### src/include/bp_macros.svh
`ifndef BP_MACROS_SVH
`define BP_MACROS_SVH

// table geometry, 256 entries of 2-bit counters
`define BP_INDEX_BITS  8
`define BP_HISTORY_LEN 8
// lowest pc bit used for the index
`define BP_PC_LSB      2

// register word offsets on the wishbone port
`define BP_REG_CTRL    2'd0
`define BP_REG_STATUS  2'd1
`define BP_REG_UPDATES 2'd2
`define BP_REG_MISSES  2'd3

`define BP_STAT_BITS   32

`endif

### src/source/bp_pkg.sv
package bp_pkg;

    // 2-bit saturating counter, upper bit is the taken prediction
    typedef enum logic [1:0] {
        strongly_untaken = 2'd0,
        weakly_untaken   = 2'd1,
        weakly_taken     = 2'd2,
        strongly_taken   = 2'd3
    } bp_counter_t;

    // table initialization sequencer
    typedef enum logic [1:0] {
        sweep_idle  = 2'd0,
        sweep_fill  = 2'd1,
        sweep_ready = 2'd2
    } bp_sweep_state_t;

endpackage

### src/source/bp_predictor.sv
`include "bp_macros.svh"

module bp_predictor (
    input  logic                      clk,
    input  logic                      rstn,
    input  logic [31:0]               pc,
    input  logic                      mode,
    input  logic                      sweep_start,
    input  logic                      update,
    input  logic [`BP_INDEX_BITS-1:0] update_index,
    input  bp_pkg::bp_counter_t       update_counter,
    input  logic                      actual,
    input  bp_pkg::bp_counter_t       rdata,
    output logic [`BP_INDEX_BITS-1:0] raddr,
    output logic [`BP_INDEX_BITS-1:0] pred_index,
    output bp_pkg::bp_counter_t       pred_counter,
    output logic                      pred,
    output logic                      upd_we,
    output logic [`BP_INDEX_BITS-1:0] upd_addr,
    output bp_pkg::bp_counter_t       upd_data
);

    logic [`BP_HISTORY_LEN-1:0] history;
    logic [`BP_INDEX_BITS-1:0]  pc_bits;

    assign pc_bits = pc[`BP_PC_LSB +: `BP_INDEX_BITS];

    // gshare folds the global history into the index, bimodal uses pc only
    assign raddr = mode ? (pc_bits ^ history) : pc_bits;

    // ram output lines up with the registered index
    assign pred_counter = rdata;
    assign pred         = rdata[1];

    always_ff @(posedge clk) begin
        if (!rstn) begin
            pred_index <= '0;
            history    <= '0;
        end else begin
            pred_index <= raddr;
            if (sweep_start) begin
                history <= '0;
            end else if (update && mode) begin
                // newest outcome enters at the low end
                history <= {history[`BP_HISTORY_LEN-2:0], actual};
            end
        end
    end

    assign upd_we   = update;
    assign upd_addr = update_index;

    // saturating step toward the resolved outcome
    always_comb begin
        case (update_counter)
            bp_pkg::strongly_untaken:
                upd_data = actual ? bp_pkg::weakly_untaken : bp_pkg::strongly_untaken;
            bp_pkg::weakly_untaken:
                upd_data = actual ? bp_pkg::weakly_taken : bp_pkg::strongly_untaken;
            bp_pkg::weakly_taken:
                upd_data = actual ? bp_pkg::strongly_taken : bp_pkg::weakly_untaken;
            bp_pkg::strongly_taken:
                upd_data = actual ? bp_pkg::strongly_taken : bp_pkg::weakly_taken;
            default:
                upd_data = bp_pkg::weakly_untaken;
        endcase
    end

endmodule

### src/source/bp_stat_counters.sv
`include "bp_macros.svh"

module bp_stat_counters (
    input  logic                     clk,
    input  logic                     rstn,
    input  logic                     clear,
    input  logic                     count_en,
    input  bp_pkg::bp_counter_t      update_counter,
    input  logic                     actual,
    output logic [`BP_STAT_BITS-1:0] updates,
    output logic [`BP_STAT_BITS-1:0] misses
);

    logic miss;

    // the prediction made was the counter's upper bit
    assign miss = (update_counter[1] != actual);

    always_ff @(posedge clk) begin
        if (!rstn || clear) begin
            updates <= '0;
            misses  <= '0;
        end else if (count_en) begin
            // both counters stick at all ones
            if (updates != '1) begin
                updates <= updates + 1'b1;
            end
            if (miss && misses != '1) begin
                misses <= misses + 1'b1;
            end
        end
    end

endmodule

### src/source/bp_sweep_fsm.sv
`include "bp_macros.svh"

module bp_sweep_fsm (
    input  logic                      clk,
    input  logic                      rstn,
    input  logic                      flush,
    input  logic                      upd_we,
    input  logic [`BP_INDEX_BITS-1:0] upd_addr,
    input  bp_pkg::bp_counter_t       upd_data,
    output logic                      we,
    output logic [`BP_INDEX_BITS-1:0] waddr,
    output bp_pkg::bp_counter_t       wdata,
    output logic                      ready,
    output logic                      sweep_start
);

    bp_pkg::bp_sweep_state_t   state;
    logic [`BP_INDEX_BITS-1:0] fill_addr;

    always_ff @(posedge clk) begin
        if (!rstn) begin
            state       <= bp_pkg::sweep_idle;
            fill_addr   <= '0;
            sweep_start <= 1'b0;
        end else begin
            sweep_start <= 1'b0;
            if (flush) begin
                // restart the fill from the bottom of the table
                state       <= bp_pkg::sweep_fill;
                fill_addr   <= '0;
                sweep_start <= 1'b1;
            end else begin
                case (state)
                    bp_pkg::sweep_idle: begin
                        state       <= bp_pkg::sweep_fill;
                        fill_addr   <= '0;
                        sweep_start <= 1'b1;
                    end
                    bp_pkg::sweep_fill: begin
                        fill_addr <= fill_addr + 1'b1;
                        if (fill_addr == '1) begin
                            state <= bp_pkg::sweep_ready;
                        end
                    end
                    bp_pkg::sweep_ready: begin
                        state <= bp_pkg::sweep_ready;
                    end
                    default: begin
                        state <= bp_pkg::sweep_idle;
                    end
                endcase
            end
        end
    end

    assign ready = (state == bp_pkg::sweep_ready);

    // fill owns the write port, otherwise updates pass once ready
    always_comb begin
        if (state == bp_pkg::sweep_fill) begin
            we    = 1'b1;
            waddr = fill_addr;
            wdata = bp_pkg::weakly_untaken;
        end else begin
            we    = upd_we && ready;
            waddr = upd_addr;
            wdata = upd_data;
        end
    end

endmodule

### src/source/bp_table_ram.sv
`include "bp_macros.svh"

module bp_table_ram (
    input  logic                      clk,
    input  logic                      we,
    input  logic [`BP_INDEX_BITS-1:0] waddr,
    input  bp_pkg::bp_counter_t       wdata,
    input  logic [`BP_INDEX_BITS-1:0] raddr,
    output bp_pkg::bp_counter_t       rdata
);

    bp_pkg::bp_counter_t mem [1 << `BP_INDEX_BITS];

    // read-first, a same-cycle write is seen on the next read
    always_ff @(posedge clk) begin
        rdata <= mem[raddr];
        if (we) begin
            mem[waddr] <= wdata;
        end
    end

endmodule

### src/source/bp_unit.sv
`include "bp_macros.svh"

module bp_unit (
    input  logic                      clk,
    input  logic                      rstn,
    input  logic [31:0]               pc,
    input  logic                      update,
    input  logic [`BP_INDEX_BITS-1:0] update_index,
    input  bp_pkg::bp_counter_t       update_counter,
    input  logic                      actual,
    input  logic                      cyc,
    input  logic                      stb,
    input  logic                      we,
    input  logic [1:0]                adr,
    input  logic [31:0]               dat_w,
    output logic [`BP_INDEX_BITS-1:0] pred_index,
    output bp_pkg::bp_counter_t       pred_counter,
    output logic                      pred,
    output logic                      ready,
    output logic [31:0]               dat_r,
    output logic                      ack
);

    logic                      mode;
    logic                      flush;
    logic                      clear;
    logic                      sweep_start;
    logic [`BP_INDEX_BITS-1:0] raddr;
    bp_pkg::bp_counter_t       rdata;
    logic                      upd_we;
    logic [`BP_INDEX_BITS-1:0] upd_addr;
    bp_pkg::bp_counter_t       upd_data;
    logic                      ram_we;
    logic [`BP_INDEX_BITS-1:0] ram_waddr;
    bp_pkg::bp_counter_t       ram_wdata;
    logic [`BP_STAT_BITS-1:0]  updates;
    logic [`BP_STAT_BITS-1:0]  misses;

    bp_predictor u_predictor (
        .clk(clk), .rstn(rstn), .pc(pc), .mode(mode), .sweep_start(sweep_start),
        .update(update), .update_index(update_index), .update_counter(update_counter),
        .actual(actual), .rdata(rdata), .raddr(raddr), .pred_index(pred_index),
        .pred_counter(pred_counter), .pred(pred), .upd_we(upd_we),
        .upd_addr(upd_addr), .upd_data(upd_data)
    );

    bp_table_ram u_table (
        .clk(clk), .we(ram_we), .waddr(ram_waddr), .wdata(ram_wdata),
        .raddr(raddr), .rdata(rdata)
    );

    bp_sweep_fsm u_sweep (
        .clk(clk), .rstn(rstn), .flush(flush), .upd_we(upd_we), .upd_addr(upd_addr),
        .upd_data(upd_data), .we(ram_we), .waddr(ram_waddr), .wdata(ram_wdata),
        .ready(ready), .sweep_start(sweep_start)
    );

    // only updates seen while ready are counted
    bp_stat_counters u_stats (
        .clk(clk), .rstn(rstn), .clear(clear), .count_en(ready & update),
        .update_counter(update_counter), .actual(actual),
        .updates(updates), .misses(misses)
    );

    bp_wb_regs u_regs (
        .clk(clk), .rstn(rstn), .cyc(cyc), .stb(stb), .we(we), .adr(adr),
        .dat_w(dat_w), .ready(ready), .updates(updates), .misses(misses),
        .dat_r(dat_r), .ack(ack), .mode(mode), .flush(flush), .clear(clear)
    );

endmodule

### src/source/bp_wb_regs.sv
`include "bp_macros.svh"

module bp_wb_regs (
    input  logic                     clk,
    input  logic                     rstn,
    input  logic                     cyc,
    input  logic                     stb,
    input  logic                     we,
    input  logic [1:0]               adr,
    input  logic [31:0]              dat_w,
    input  logic                     ready,
    input  logic [`BP_STAT_BITS-1:0] updates,
    input  logic [`BP_STAT_BITS-1:0] misses,
    output logic [31:0]              dat_r,
    output logic                     ack,
    output logic                     mode,
    output logic                     flush,
    output logic                     clear
);

    logic req;

    // new request, the master holds it until ack
    assign req = cyc && stb && !ack;

    always_ff @(posedge clk) begin
        if (!rstn) begin
            ack   <= 1'b0;
            mode  <= 1'b0;
            flush <= 1'b0;
            clear <= 1'b0;
        end else begin
            ack   <= req;
            flush <= 1'b0;
            clear <= 1'b0;
            if (req && we && adr == `BP_REG_CTRL) begin
                mode  <= dat_w[0];
                // bits 1 and 2 are strobes, not stored
                flush <= dat_w[1];
                clear <= dat_w[2];
            end
        end
    end

    // read data is captured together with ack
    always_ff @(posedge clk) begin
        if (req) begin
            case (adr)
                `BP_REG_CTRL:    dat_r <= {31'd0, mode};
                `BP_REG_STATUS:  dat_r <= {31'd0, ready};
                `BP_REG_UPDATES: dat_r <= updates;
                `BP_REG_MISSES:  dat_r <= misses;
                default:         dat_r <= '0;
            endcase
        end
    end

endmodule

### config.mk
export PLATFORM = sky130hd
export DESIGN_NAME = bp_unit
export DESIGN_NICKNAME = d
export VERILOG_FILES = /design/src/source/bp_pkg.sv /design/src/source/bp_predictor.sv /design/src/source/bp_stat_counters.sv /design/src/source/bp_sweep_fsm.sv /design/src/source/bp_table_ram.sv /design/src/source/bp_unit.sv /design/src/source/bp_wb_regs.sv
export VERILOG_INCLUDE_DIRS = /design/src /design/src/include
export SDC_FILE = /design/constraint.sdc
export NUM_CORES = 1
export LEC_CHECK = 0
export BUFFER_PORTS_ARGS = -buffer_cell sky130_fd_sc_hd__buf_4
export CORE_ASPECT_RATIO = 1.25
export CORE_MARGIN = 2
export CORE_UTILIZATION = 60
export DETAILED_ROUTE_END_ITERATION = 10
export PLACE_DENSITY_LB_ADDON = 0.25
export SYNTH_ARGS = -nofsm -noshare
export SYNTH_HDL_FRONTEND = slang
export SYNTH_SLANG_ARGS = --single-unit
### constraint.sdc
create_clock -name clk -period 16.5 [get_ports clk]
set_input_delay 0.825 -clock clk [delete_from_list [all_inputs] [get_ports clk]]
set_output_delay 0.825 -clock clk [all_outputs]
set_load 0.01 [all_outputs]
==> impl_metrics.json <==
{
  "status": "finished clean",
  "port_buffers": 74,
  "p_per_area_mw_per_mm2": 125,
  "clock_sinks": 641,
  "final_nets": 2292,
  "dr.first_iter.drc_count": 1472,
  "setup_violations": 0,
  "synth_edf_count": 544,
  "yosys.area.top_type": "edfxtp_1",
  "yosys_warnings": 0,
  "hpwl_um": 39100,
  "grt.overflow.total": 0,
  "drc": 0,
  "antenna_found_initial": 0,
  "clk_path_buf_depth": 3,
  "drive_gt1_share_pct": 10.3,
  "cts.clk_slew.worst_paths_ps": 60,
  "ant_nets": 0,
  "worstMarginPinSlew_ps": 1330,
  "synthFlopType": "edfxtp_1",
  "cts_max_level": 2,
  "reg2reg_depth": 11,
  "die_area_mm2": 0.0477,
  "grt_pass1_wl_um": 100000,
  "clock_latency_ps": 620,
  "seq_area_mm2": 0.0183,
  "fin_crit_sh_pct": 31.1,
  "die_y_um": 244,
  "path_buf_inv": 3,
  "worst_path_max_delay_cell": "buf_4",
  "worstSetupPathType": "reg -> reg",
  "synth_seq_cells": 641,
  "cp-end-kind": "register",
  "wl_per_cell_um": 23.5,
  "grt_pass1_vias": 17800,
  "cp_top_family": "buffers and inverters",
  "grt_usage_pct": 27.8,
  "vdd_drop_max_mv": 0.118,
  "synth_cells": 2166,
  "highest_layer": "met4",
  "max_clock_freq_mhz": 195,
  "async_reset_ff_share_pct": 0,
  "worstPathMaxFanout": 55,
  "tns_ps": 0,
  "grt_max_degree": 257,
  "finalWeightedCongestion": 0.851,
  "start_util_pct": 60.8,
  "maxSlewViolCount": 0,
  "hold_buffers": 0,
  "drt-met1-wl_um": 24900,
  "totalWireLength_um": 66400,
  "num_rows": 87,
  "p_leak_nw": 10.1,
  "yosysUniqueCellTypes": 73,
  "io_pins": 128,
  "worstSetupStartpointType": "register",
  "whs_path_depth": 2,
  "antenna_cells": 0,
  "period_needed_ps": 5140,
  "multiInputGateArea_mm2": 0.00853,
  "cp.arrival_ps": 5630,
  "post_cts_resized": 0,
  "cp_cell_sequence": "and3b_1, nor2_8, buf_4, buf_4, buf_4, mux4_2, o2bb2ai_1, o21ai_0, nand4_1, o2bb2a_1, and3_1",
  "cts_tree": "built",
  "dr.pass1.iters": 8,
  "die_w_um": 196,
  "drv_cap": 0,
  "synth_top_area_share_pct": 59.3,
  "synth.net_count": 2255,
  "utilization_pct": 67.1,
  "cts_root_buf": "clkbuf_16",
  "synthToLayoutAreaGrowth_pct": 10.3,
  "cts_setup_buffers": 0,
  "numCtsBuffers": 60,
  "r2r_slack_ps": 11360,
  "synthTopCellsByArea": "edfxtp_1 59%, dfxtp_1 7.0%, mux2i_1 6.7%, nor2_1 4.8%, nand2_1 3.0%",
  "dp.cells": 2719,
  "cp_common_cell": "buf_4",
  "slowest_delay_ps": 820,
  "vias_per_cell": 6.29,
  "clock_skew_ps": 15.2,
  "syn_avg_cell_area_um2": 12.7,
  "wl_met3_um": 5320,
  "fill_cells": 3183,
  "final_cells": 2831,
  "crit_cells": 11,
  "rsz0062_at_grt": "no",
  "ys_seq_area_share_pct": 66.3,
  "required_ps": 16990,
  "max_slew_margin_pct": 10.8,
  "hold_class": "in -> reg",
  "core_area_mm2": 0.0453,
  "vias": 17800,
  "synth.cell_area_mm2": 0.0276,
  "routed-wl-met2_um": 32700,
  "finalHoldViolations": 0
}
-- worst reg2reg max path: cells and delay by family (launching register included) --
family,cells,cell delay [ps]
compound gates,3,880
simple gates,4,870
buf+inv,3,2220
flops,1,380
mux,1,640
-- logic make-up (layout without fill, tap and decap cells) --
family / after synthesis / after routing / synth area share [%]
compound gates: 285 / 285 / 6.72
xor+xnor: 68 / 68 / 2.19
fa+ha+maj: 6 / 6 / 0.272
buf+inv: 150 / 237 / 2.98
flops: 641 / 641 / 66.3
mux: 204 / 204 / 8.36
simple gates: 812 / 812 / 13.2
-- cell type report --
| class | instances | share of cell area (%) |
|---|---|---|
| clock buffers | 87 | 5.44 |
| repair buffers | 103 | 2.58 |
| flip-flops and latches | 641 | 60.1 |
| well taps | 578 | 2.38 |
| multi-input cells | 1375 | 28.0 |
| inverters | 22 | 0.272 |
| clock inverters | 25 | 1.17 |
-- registers in the layout, summed over array words and instances, names as in the netlist, 2 cells and up --
| register | flops |
|---|---|
| u_predictor.history | 8 |
| u_predictor.pred_index | 8 |
| u_regs.dat_r | 32 |
| u_stats.misses | 32 |
| u_stats.updates | 32 |
| u_sweep.fill_addr | 8 |
| u_sweep.state | 2 |
| u_table.mem | 512 |
| u_table.rdata | 2 |
-- cell usage after synthesis (all sizes together), types with 3 or more instances --
master / number
o21bai: 3
buf: 62
o32ai: 9
dfxtp: 97
and4: 11
a21oi: 96
a22oi: 6
o2bb2ai: 6
mux2i: 184
o311a: 3
o21ai: 41
and2: 20
ha: 6
nor4: 27
nand4: 19
and3b: 3
nand3b: 3
nor2b: 38
nor3: 22
edfxtp: 544
mux4: 20
o211ai: 3
nor2: 351
a32o: 8
a22o: 5
xor2: 42
o22ai: 67
a32oi: 3
and3: 10
o221ai: 6
or4: 4
xnor2: 26
clkbuf: 66
nand2b: 6
inv: 22
nand3: 63
o31ai: 3
or3: 10
nand2: 220
-- worst paths after layout --
kind                                 end                   start
setup reg to reg        u_table.rdata[1]  u_predictor.history[0]
hold / removal              u_regs.clear                dat_w[2]
setup / recovery        u_table.rdata[1]  u_predictor.history[0]
hold reg to reg   u_predictor.history[3]  u_predictor.history[3]
-- report_power, final --
part	internal [mW]	switching [mW]
combinational	0.0971	0.374
clock	0.822	0.591
sequential	1.91	0.00808
total	2.83	0.973
-- per-layer routing --
metal / vias up / global-route usage, %
met5: - / 0
met4: 0 / 13.4
met3: 193 / 5.01
met2: 839 / 47.9
met1: 8733 / 34.1
li1: 8052 / -
-- cells in the final DEF, fill, tap and decap left out, drive strengths merged, types with 4 or more instances in the layout --
cell type  synthesis  layout
a21oi             96      96
mux4              20      20
a22oi              6       6
ha                 6       6
or4                4       4
nor3              22      22
nand4             19      19
o221ai             6       6
and4              11      11
o21ai             41      41
nand2b             6       6
nor4              27      27
and3              10      10
bufinv             0       8
nand2            220     220
edfxtp           544     544
nor2b             38      38
nand3             63      63
o32ai              9       9
or3               10      10
buf               62     103
clkinv             0      12
xnor2             26      26
nor2             351     351
and2              20      20
o22ai             67      67
mux2i            184     184
xor2              42      42
a32o               8       8
a22o               5       5
clkbuf            66      87
o2bb2ai            6       6
dfxtp             97      97
inv               22      24
-- through the flow --
step | setup slack [ps] | power [mW] | hold slack (ps) | instance area (um^2)
after global placement | 10940 | 2.41 | 472 | 28400
after floorplan | 3460 | 2.31 | 450 | 27600
after CTS | 11400 | 3.81 | 388 | 30400
after detailed placement | 10920 | 2.41 | 482 | 28400
after global routing | 11180 | 3.91 | 402 | 30400
final | 11360 | 3.80 | 409 | 30400
No activity file was read; power rests on OpenSTA's default activity.
